### config.mk
export PLATFORM = sky130hd
export DESIGN_NAME = fb_top
export DESIGN_NICKNAME = d
export VERILOG_FILES = /design/src/hw/fb_pkg.sv /design/src/hw/fb_regs.sv /design/src/hw/fb_top.sv /design/src/hw/pulse_drive.sv /design/src/hw/xy_pi_clip.sv
export SDC_FILE = /design/constraint.sdc
export NUM_CORES = 2
export LEC_CHECK = 0
export BUFFER_PORTS_ARGS = -buffer_cell sky130_fd_sc_hd__buf_2
export CAP_MARGIN = 20
export CORE_MARGIN = 4
export CORE_UTILIZATION = 55
export DETAILED_ROUTE_END_ITERATION = 16
export PLACE_DENSITY = 0.71
export SLEW_MARGIN = 40
export SYNTH_ARGS = -nofsm -noshare
export SYNTH_HDL_FRONTEND = slang
export SYNTH_SLANG_ARGS = --single-unit
### constraint.sdc
create_clock -name clk -period 92.7 [get_ports clk]
set_input_delay 13.905 -clock clk [delete_from_list [all_inputs] [get_ports clk]]
set_output_delay 13.905 -clock clk [all_outputs]
set_load 0.05 [all_outputs]
### src/hw/fb_pkg.sv
package fb_pkg;

    // datapath widths
    typedef logic signed [17:0] sample_t;
    typedef logic signed [17:0] amp_t;
    // pulse width in clock cycles, 0 and 1 give no pulse
    typedef logic [6:0] width_t;
    typedef logic signed [15:0] gain_t;

    // gain products are scaled down by this shift
    localparam int GAIN_SHIFT = 8;
    localparam int INTEG_W = 24;
    // full gain times sample product
    localparam int PROD_W = 34;
    // product after the gain shift
    localparam int TERM_W = PROD_W - GAIN_SHIFT;

    typedef logic signed [INTEG_W-1:0] integ_t;
    typedef logic signed [TERM_W-1:0] term_t;

    // integrator saturation bounds
    localparam integ_t INTEG_MAX = {1'b0, {(INTEG_W-1){1'b1}}};
    localparam integ_t INTEG_MIN = {1'b1, {(INTEG_W-1){1'b0}}};

    typedef logic [7:0] apb_addr_t;
    typedef logic [31:0] apb_data_t;

    // register map, byte offsets
    localparam apb_addr_t REG_CTRL = 8'h00;
    localparam apb_addr_t REG_AMP_X = 8'h04;
    localparam apb_addr_t REG_AMP_Y = 8'h08;
    localparam apb_addr_t REG_WTH = 8'h0C;
    localparam apb_addr_t REG_KP = 8'h10;
    localparam apb_addr_t REG_KI = 8'h14;
    localparam apb_addr_t REG_CLIP = 8'h18;

    typedef struct packed {
        logic psel;
        logic penable;
        logic pwrite;
        apb_addr_t paddr;
        apb_data_t pwdata;
    } apb_req_t;

    typedef struct packed {
        apb_data_t prdata;
        logic pready;
        logic pslverr;
    } apb_rsp_t;

    // software configuration, clip_limit is a positive magnitude
    typedef struct packed {
        logic enable;
        amp_t amp_x;
        amp_t amp_y;
        width_t wth;
        gain_t kp;
        gain_t ki;
        sample_t clip_limit;
    } fb_cfg_t;

endpackage

### src/hw/fb_regs.sv
`timescale 1ns/1ps

module fb_regs (
    input  logic             clk,
    input  logic             rst,
    input  fb_pkg::apb_req_t apb_req,
    output fb_pkg::apb_rsp_t apb_rsp,
    output fb_pkg::fb_cfg_t  cfg
);

    fb_pkg::fb_cfg_t cfg_q;
    fb_pkg::apb_data_t rd_data;
    logic access;
    logic mapped;

    // second cycle of a transfer
    assign access = apb_req.psel && apb_req.penable;

    // offset decode and read mux
    always_comb begin
        mapped = 1'b1;
        rd_data = '0;
        case (apb_req.paddr)
            fb_pkg::REG_CTRL: rd_data = {31'b0, cfg_q.enable};
            // signed fields come back sign-extended
            fb_pkg::REG_AMP_X: rd_data = {{14{cfg_q.amp_x[17]}}, cfg_q.amp_x};
            fb_pkg::REG_AMP_Y: rd_data = {{14{cfg_q.amp_y[17]}}, cfg_q.amp_y};
            fb_pkg::REG_WTH: rd_data = {25'b0, cfg_q.wth};
            fb_pkg::REG_KP: rd_data = {{16{cfg_q.kp[15]}}, cfg_q.kp};
            fb_pkg::REG_KI: rd_data = {{16{cfg_q.ki[15]}}, cfg_q.ki};
            fb_pkg::REG_CLIP: rd_data = {{14{cfg_q.clip_limit[17]}}, cfg_q.clip_limit};
            default: mapped = 1'b0;
        endcase
    end

    // no wait states, the bank answers in the access cycle
    always_comb begin
        apb_rsp.pready = 1'b1;
        apb_rsp.prdata = (access && !apb_req.pwrite) ? rd_data : '0;
        apb_rsp.pslverr = access && !mapped;
    end

    // register write at the edge that ends the access cycle
    always_ff @(posedge clk) begin
        if (rst) begin
            cfg_q <= '0;
        end else if (access && apb_req.pwrite) begin
            case (apb_req.paddr)
                fb_pkg::REG_CTRL: cfg_q.enable <= apb_req.pwdata[0];
                fb_pkg::REG_AMP_X: cfg_q.amp_x <= apb_req.pwdata[17:0];
                fb_pkg::REG_AMP_Y: cfg_q.amp_y <= apb_req.pwdata[17:0];
                fb_pkg::REG_WTH: cfg_q.wth <= apb_req.pwdata[6:0];
                fb_pkg::REG_KP: cfg_q.kp <= apb_req.pwdata[15:0];
                fb_pkg::REG_KI: cfg_q.ki <= apb_req.pwdata[15:0];
                fb_pkg::REG_CLIP: cfg_q.clip_limit <= apb_req.pwdata[17:0];
                // unmapped offsets leave every field alone
                default: cfg_q <= cfg_q;
            endcase
        end
    end

    assign cfg = cfg_q;

    // master side protocol checks
    // penable only ever comes with psel
    penable_needs_psel: assert property (
        @(posedge clk) disable iff (rst)
        apb_req.penable |-> apb_req.psel
    ) else $error("apb penable high without psel");

    // access phase lasts exactly one cycle since pready is tied high
    access_one_cycle: assert property (
        @(posedge clk) disable iff (rst)
        (apb_req.psel && apb_req.penable) |=> !apb_req.penable
    ) else $error("apb access phase held longer than one cycle");

endmodule

### src/hw/fb_top.sv
`timescale 1ns/1ps

module fb_top (
    input  logic             clk,
    input  logic             rst,
    input  fb_pkg::apb_req_t apb_req,
    output fb_pkg::apb_rsp_t apb_rsp,
    input  fb_pkg::sample_t  err_xy,
    input  logic             iq,
    input  logic             bunch_arrival_trig,
    output fb_pkg::sample_t  drive_xy,
    output logic             drive_iq
);

    // software configuration from the register bank
    fb_pkg::fb_cfg_t cfg;
    // interleaved kick, one cycle behind iq
    fb_pkg::sample_t tri_out_xy;

    fb_regs u_regs (
        .clk     (clk),
        .rst     (rst),
        .apb_req (apb_req),
        .apb_rsp (apb_rsp),
        .cfg     (cfg)
    );

    // triggered triangle kick
    pulse_drive u_pulse (
        .clk                (clk),
        .rst                (rst),
        .iq                 (iq),
        .amp_x              (cfg.amp_x),
        .amp_y              (cfg.amp_y),
        .wth                (cfg.wth),
        .bunch_arrival_trig (bunch_arrival_trig),
        .tri_out_xy         (tri_out_xy)
    );

    // PI loop plus kick, clipped, 2 cycles from err_xy
    xy_pi_clip u_pi (
        .clk        (clk),
        .rst        (rst),
        .enable     (cfg.enable),
        .kp         (cfg.kp),
        .ki         (cfg.ki),
        .clip_limit (cfg.clip_limit),
        .err_xy     (err_xy),
        .iq         (iq),
        .tri_out_xy (tri_out_xy),
        .drive_xy   (drive_xy),
        .drive_iq   (drive_iq)
    );

endmodule

### src/hw/pulse_drive.sv
`timescale 1ns/1ps

module pulse_drive (
    input  logic            clk,
    input  logic            rst,
    input  logic            iq,
    input  fb_pkg::amp_t    amp_x,
    input  fb_pkg::amp_t    amp_y,
    input  fb_pkg::width_t  wth,
    input  logic            bunch_arrival_trig,
    output fb_pkg::sample_t tri_out_xy
);

    fb_pkg::width_t cnt;
    logic active;
    // 1 while climbing towards the peak
    logic ramp_up;

    fb_pkg::width_t wth_m1;
    fb_pkg::width_t mid;
    fb_pkg::width_t div_w;
    fb_pkg::amp_t amp_sel;
    logic signed [7:0] step_k;
    logic signed [26:0] tri_prod;
    logic signed [26:0] tri_quot;
    logic signed [24:0] tri_scaled;
    fb_pkg::sample_t tri_round;

    assign wth_m1 = wth - 7'd1;
    // peak count, widths 0 and 1 collapse to a single zero sample
    assign mid = (wth > 7'd1) ? (wth_m1 >> 1) : '0;
    // keep the divider away from zero on degenerate widths
    assign div_w = (wth > 7'd1) ? wth_m1 : 7'd1;

    // interleaved stream, iq low is X
    assign amp_sel = iq ? amp_y : amp_x;

    // triangle counter
    always_ff @(posedge clk) begin
        if (rst) begin
            active <= 1'b0;
            ramp_up <= 1'b0;
            cnt <= '0;
        end else if (bunch_arrival_trig && !active) begin
            // fresh pulse
            active <= 1'b1;
            ramp_up <= 1'b1;
            cnt <= '0;
        end else if (bunch_arrival_trig) begin
            // retrigger, climb again from wherever cnt is
            ramp_up <= 1'b1;
        end else if (active) begin
            if (ramp_up && (cnt < mid)) begin
                cnt <= cnt + 7'd1;
            end else begin
                // at or past the peak, head back down
                ramp_up <= 1'b0;
                if (cnt != '0) begin
                    cnt <= cnt - 7'd1;
                end else begin
                    active <= 1'b0;
                end
            end
        end
    end

    // scaled triangle value for the current count
    always_comb begin
        // cnt walks back down the same steps, so it sets the height on both sides
        step_k = {1'b0, cnt};
        tri_prod = (step_k * amp_sel) <<< 1;
        // signed divide truncates towards zero
        tri_quot = tri_prod / $signed({1'b0, div_w});
        tri_scaled = tri_quot[24:0];
        // drop 8 fraction bits, round on bit 7
        tri_round = fb_pkg::sample_t'(tri_scaled >>> 8) + fb_pkg::sample_t'(tri_scaled[7]);
    end

    // registered output, one cycle after cnt and iq
    always_ff @(posedge clk) begin
        if (rst) begin
            tri_out_xy <= '0;
        end else if (active && (wth > 7'd1)) begin
            tri_out_xy <= tri_round;
        end else begin
            tri_out_xy <= '0;
        end
    end

    // counter stays below the peak for the whole pulse
    cnt_within_mid: assert property (
        @(posedge clk) disable iff (rst)
        active |-> (cnt <= mid)
    ) else $error("pulse counter ran past the triangle midpoint");

endmodule

### src/hw/xy_pi_clip.sv
`timescale 1ns/1ps

module xy_pi_clip (
    input  logic            clk,
    input  logic            rst,
    input  logic            enable,
    input  fb_pkg::gain_t   kp,
    input  fb_pkg::gain_t   ki,
    input  fb_pkg::sample_t clip_limit,
    input  fb_pkg::sample_t err_xy,
    input  logic            iq,
    input  fb_pkg::sample_t tri_out_xy,
    output fb_pkg::sample_t drive_xy,
    output logic            drive_iq
);

    // one integrator per plane, index 0 is X
    fb_pkg::integ_t integ [2];

    logic signed [fb_pkg::PROD_W-1:0] p_prod;
    logic signed [fb_pkg::PROD_W-1:0] i_prod;
    fb_pkg::term_t p_term;
    fb_pkg::term_t i_term;
    fb_pkg::integ_t integ_cur;
    // one guard bit for the integrator add
    logic signed [fb_pkg::TERM_W:0] integ_sum;
    fb_pkg::integ_t integ_next;

    // stage 1 pipeline registers
    logic s1_iq;
    fb_pkg::term_t p_s1;
    fb_pkg::integ_t i_s1;

    logic signed [fb_pkg::TERM_W+1:0] pi_sum;
    logic signed [fb_pkg::TERM_W+1:0] clip_neg;
    fb_pkg::sample_t drive_next;

    // stage 1 arithmetic
    always_comb begin
        p_prod = kp * err_xy;
        i_prod = ki * err_xy;
        // arithmetic shift keeps the sign of the error
        p_term = fb_pkg::term_t'(p_prod >>> fb_pkg::GAIN_SHIFT);
        i_term = fb_pkg::term_t'(i_prod >>> fb_pkg::GAIN_SHIFT);
        integ_cur = integ[iq];
        integ_sum = integ_cur + i_term;
        // saturate the integrator instead of wrapping
        if (integ_sum > fb_pkg::INTEG_MAX) begin
            integ_next = fb_pkg::INTEG_MAX;
        end else if (integ_sum < fb_pkg::INTEG_MIN) begin
            integ_next = fb_pkg::INTEG_MIN;
        end else begin
            integ_next = fb_pkg::integ_t'(integ_sum);
        end
    end

    // integrators, cleared and held while the loop is off
    always_ff @(posedge clk) begin
        if (rst) begin
            integ[0] <= '0;
            integ[1] <= '0;
        end else if (!enable) begin
            integ[0] <= '0;
            integ[1] <= '0;
        end else begin
            integ[iq] <= integ_next;
        end
    end

    // stage 1 registers, plane tag rides along with the data
    always_ff @(posedge clk) begin
        if (rst) begin
            s1_iq <= 1'b0;
        end else begin
            s1_iq <= iq;
        end
    end

    always_ff @(posedge clk) begin
        p_s1 <= p_term;
        // post-update integrator value of this plane
        i_s1 <= enable ? integ_next : '0;
    end

    // stage 2, add the pulse and clip
    // tri_out_xy here belongs to the sample now in stage 1
    always_comb begin
        pi_sum = p_s1 + i_s1 + tri_out_xy;
        clip_neg = 0 - clip_limit;
        if (pi_sum > clip_limit) begin
            drive_next = clip_limit;
        end else if (pi_sum < clip_neg) begin
            drive_next = fb_pkg::sample_t'(clip_neg);
        end else begin
            drive_next = fb_pkg::sample_t'(pi_sum);
        end
    end

    always_ff @(posedge clk) begin
        if (rst) begin
            drive_xy <= '0;
            drive_iq <= 1'b0;
        end else begin
            drive_iq <= s1_iq;
            drive_xy <= enable ? drive_next : '0;
        end
    end

    // output bounded by the limit in force when it was registered
    drive_in_clip: assert property (
        @(posedge clk) disable iff (rst)
        (drive_xy <= $past(clip_limit)) && (drive_xy >= -$past(clip_limit))
    ) else $error("drive output outside the clip limit");

endmodule

* After elaboration in Yosys (flattened, before gate mapping)
Memories as Yosys holds them, arrays and structs flattened.
Index checks and enable logic that the tools add are counted.
** Cells by class
- Bitwise operators :: 5
- $mul :: 3
- Reductions and logical operators :: 28
- Add/subtract/negate cells :: 8
- Magnitude comparators :: 6
- Equality and inequality tests :: 8
- Multiplexer cells :: 34
- Divide/modulo/power cells :: 1
** Operators by type and width (number)
- one-hot mux 32 bit (7 select lines) :: 1
- 2-to-1 mux 24 bit :: 5
- multiplier 16 x 18 -> 34 bit :: 2
- 2-to-1 mux 18 bit :: 3
- 2-to-1 mux 32 bit :: 1
- adder 27 x 18 -> 28 bit :: 1
- greater-than comparator 28 x 18 -> 1 bit :: 1
- < comparator 28 bit :: 1
- adder 24 x 26 -> 27 bit :: 1
- adder 26 x 24 -> 27 bit :: 1
- divider 27 x 8 -> 27 bit :: 1
- greater-than comparator 27 x 24 -> 1 bit, second input constant :: 1
- < comparator 27 x 24 -> 1 bit, second input constant :: 1
- multiplier 8 x 18 -> 26 bit :: 1
- equality test 8 x 5 -> 1 bit, second input constant :: 3
- OR reduction 24 bit :: 1
- 2-to-1 mux 7 bit :: 3
- 2-to-1 mux 1 bit :: 20
- subtractor 1 x 18 -> 19 bit, first input constant :: 1
- adder 17 x 2 -> 18 bit :: 1
- equality test 8 x 4 -> 1 bit, second input constant :: 2
- AND reduction 2 bit :: 8
- subtractor 7 x 1 -> 7 bit, second input constant :: 2
- equality test 8 x 3 -> 1 bit, second input constant :: 1
- 17 further kinds :: 30
** Storage, ports and cells
- RAM bits :: 48
- Word-level logic and storage cells :: 110
- Flip-flop bits (word level) :: 191
- Output and inout bits :: 53
- Memories :: 1
- Bits of input ports :: 65
** Memories
- u_pi.integ :: words 2, width 24, read ports 1, clocked after Yosys merged registers in 0, wr ports 2, line xy_pi_clip.sv:18 : fb_pkg::integ_t integ [2];

* Depth between registers and ports, before layout
- Depth after elaboration :: 8
- Depth in mapped cells :: 397
- Depth with buffers taken out :: 365

* Cells and area by module
From an unflattened synthesis, not the netlist that was laid out.
** Unflattened totals
- Cell total of the unflattened synthesis :: 6699
- Area, all modules :: 55186.7 um^2
** Modules (own cells, without submodules)
- xy_pi_clip :: seq. area each 2842.7 um^2, area each 29607.1 um^2, instances 1, cells each 3193
- pulse_drive :: seq. area each 540.5 um^2, area each 21164.0 um^2, instances 1, cells each 2959
- fb_regs :: seq. area each 1881.8 um^2, area each 4415.5 um^2, instances 1, cells each 547

* Worst setup path before layout
OpenSTA, ideal clock, no wires.
- Kind :: input port to flip-flop
- Start :: input iq
- End :: register u_pulse.tri_out_xy[16]
- Data required time :: 92.628 ns
- Library setup time :: 0.072 ns
- Buffers on the path :: 36
- Arrival :: 86.307 ns
- Slack :: 6.321 ns
- Stages :: 376
- Cells stage by stage :: buf_2 > buf_1 > mux2i_1 > nand2b_1 > fa_1 > inv_1 > fa_1 > fa_1 > inv_1 > fa_1 > inv_1 > ha_1 > clkbuf_1 > nand2_1 > or3_1 > o311ai_1 > o21ai_1 > xor2_1 > [... 340 more ...] > nor2b_1 > o21ai_0 > or4b_2 > nor4_1 > nor3b_2 > and3_1 > nor2_1 > xnor2_1 > ha_1 > ha_1 > nand2_1 > nor3_1 > nand4_1 > o211ai_1 > nand4_1 > and3b_2 > nor3b_2 > mux2i_1
** Between the ends
- Word-level cells in the longest chain between the ends :: 4
** RTL lines
- start: declaration :: line fb_top.sv:9 : input logic iq,
- 2-to-1 mux 18 bit :: line pulse_drive.sv:36 : assign amp_sel = iq ? amp_y : amp_x;
- multiplier 8 x 18 -> 26 bit :: line pulse_drive.sv:71 : tri_prod = (step_k * amp_sel) <<< 1;
- divider 27 x 8 -> 27 bit :: line pulse_drive.sv:73 : tri_quot = tri_prod / $signed({1'b0, div_w});
- adder 17 x 2 -> 18 bit :: line pulse_drive.sv:76 : tri_round = fb_pkg::sample_t'(tri_scaled >>> 8) + fb_pkg::sample_t'(tri_scaled[7]);
- end signal: assignment :: line pulse_drive.sv:84 : tri_out_xy <= tri_round;
- end: declaration :: line pulse_drive.sv:11 : output fb_pkg::sample_t tri_out_xy
Every way passes these cells.
A chain may end at the register's enable or synchronous reset.

* Final worst setup path
- Start :: input iq
- End :: register u_pulse.tri_out_xy[14]
The elaborated chain is that of the path after synthesis.

==> flow_summary.ini <==
[detailed_routing]
postRouteAntennaNets = 0
dr_total_vias = 46167
drt_iter0_markers = 3617
wl_mm = 144.0
via_per_inst = 5.948
drt-pass1-iter-count = 9
routedWlPerCell_um = 18.55
drc_errors = 0

[setup_path]
r2r_start = u_regs.cfg[79]
crit_family = compound AO/OA/AOI/OAI gates
crit_type = input pin to flop
crit_path_start_kind = input pin
cp_max_fo = 22
crit_end = u_pulse.tri_out_xy[14]
crit_start = iq
crit_path_frequent_cell = o21a_1
worstRegToRegCells = 362
cp.depth = 362
r2r_slack_ps = 18860
critPathMaxStageDelay_ps = 600
critPathSlowestCell = or4b_2
cp.required_ps = 93120
crit_arrival_ps = 87520
crit_path_end_kind = flop
path_buf_inv = 31
r2r_end = u_pulse.tri_out_xy[14]

[synth]
ys_seq_elements = 239
synth.most_common_cell = inv_1
synthArstFlopShare = 0
yosysTopAreaCellShare = 0.2637
syn_inst = 6455
syn_avg_cell_area_um2 = 8.267
ys_top_cells_by_count = 818 x inv_1, 761 x nand2_1, 703 x fa_1
yosysSeqAreaShare = 0.09866
ys_top_cells_by_area = fa_1 26%, ha_1 12%, dfxtp_1 7.2%
synth_fp_nets = 7733
synth.largest_area_cell = fa_1
syn_area_um2 = 53360
synth-main-ff-cell = dfxtp_1
synth_cell_types = 131
synth-edff-count = 48
yosys_warnings = 0

[sta]
fin_crit_ps = 87100
skew_ps = 29.14
max_slew_margin = 0.4194
maxClockFrequency_ghz = 0.01148
hold_viol = 0
tns_ps = 0
post-route-period-util = 0.9396
worst_pin_slew_ps = 869.7
drv_slew = 0
setup_violations = 0

[floorplan]
die_w_um = 319.5
pin_count = 118
core_um2 = 95580
dieArea_um2 = 102100
num_rows = 113
die_h_um = 319.5
initial_core_util = 0.5583

[clocking]
htreeDepth = 1
clk_pin_slew_ps = 70
cts-root-buf = clkbuf_16
clk_latency_ps = 550
cts_num_sinks = 239
cts_tree = yes
clockBufferDepth = 3
numCtsBuffers = 24

[grt]
antenna_found_initial = 3
grt_overflow = 0
grtUsageTotal = 0.2832
grt_pass1_wl_mm = 240.9
grt_max_degree = 82
first_global_vias = 46604

[finish]
area_growth_pct = 6.624
num_antenna_cells = 0
layout-drive-gt1-share = 0.09712
n_fill_cell = 8638
utilization = 0.5953
fin_nets = 7758

[run]
drv_cap = 0

[placement]
place_congestion = 0.9293
portBuffers = 102
place_hpwl_mm = 116.0

[min_path]
hold_class = flop to flop

[run_status]
status = finished clean
## final cells by class
class	instances	area, um2	share of cell area
Multi-Input combinational cell	5099	44180	0.7765
Sequential cell	239	5298	0.09311
Inverter	823	3089	0.05429
Timing Repair Buffer	293	1977	0.03474
Tap cell	1265	1583	0.02782
Clock buffer	30	633.1	0.01113
Clock inverter	13	138.9	0.002441
## metal layers
layer  vias up  wire, um  share of wire  track usage
met4         2      4531          0.031      0.07795
li1      21714         -              -            -
met1     22788     61850           0.43       0.3846
met5         -         8       0.000056            0
met3       227      8463          0.059      0.02378
met2      1436     69130           0.48       0.4881
## cells in the final DEF (no fill, tap or decap), types with 54 or more instances in the layout
cell type	netlist	final
buf_4	17	189
inv_1	818	818
dfxtp_1	191	165
nand3_1	94	93
o21a_1	172	170
nor2b_1	121	117
o21ai_0	170	167
xnor2_1	172	170
nand2b_1	89	89
ha_1	510	508
nand4_1	58	58
and2_1	278	276
a21oi_1	341	337
nor2_1	410	404
nor3_1	196	192
nand2_1	761	760
buf_2	17	100
xor2_1	72	71
mux2_2	73	73
fa_1	703	703
mux2i_1	62	54
a21o_1	68	67
## sequential cells by signal, indices dropped and copies added (netlist names)
signal              cells
u_pi.s1_iq              1
u_pulse.tri_out_xy     18
u_pi.integ             48
u_pi.drive_iq           1
u_pi.i_s1              24
u_pulse.active          1
u_pi.drive_xy          18
u_pulse.cnt             7
u_pi.p_s1              26
u_regs.cfg             94
u_pulse.ramp_up         1
## tightest hold or removal path, stage by stage, from the launching register on
cell and delay (ps):
dfxtp_1 320, nand2_1 50, a21oi_1 50
## cell families (layout without fill, tap and decap cells)
group,after synthesis,count (layout),share of synthesized area
simple gates,2244,2244,0.2067
compound gates,1247,1247,0.1598
fa+ha+maj,1215,1215,0.3837
buf+inv,1117,1159,0.08059
xor+xnor,247,247,0.04096
flops,239,239,0.09866
mux,145,145,0.02957
other cells,1,1,0.00007027
## worst min-delay path by stage
stage	from	end	cells past startpoint
2_1_floorplan	u_pi.s1_iq	u_pi.drive_iq	1
3_3_place_gp	u_regs.cfg[64]	u_regs.cfg[64]	2
3_5_place_dp	u_regs.cfg[71]	u_regs.cfg[71]	2
4_1_cts	u_regs.cfg[71]	u_regs.cfg[71]	2
5_1_grt	u_regs.cfg[64]	u_regs.cfg[64]	2
6_report	u_regs.cfg[71]	u_regs.cfg[71]	2
## through the flow
step                area (um2)  hold slack (ps)  instances  setup WS, ps
global route             56900            498.6       7762        -102.9
global placement         55670            451.9       7700          2682
finish                   56900            473.6       7762          5598
CTS                      56490            470.6       7743          1651
detailed placement       55710            461.4       7700          1635
floorplan                53360            413.8       6455          6321
## timing repair
| item | CTS | global route |
|---|---|---|
| endpoints found under the setup margin | 0 | 18 |
| gates resized for setup | 0 | 57 |
| buffers inserted | 0 | 19 |
| hold buffers | 0 | 0 |
Power is not shown: default switching activity piles up to over one toggle a cycle in this logic, so the estimate is an artifact.
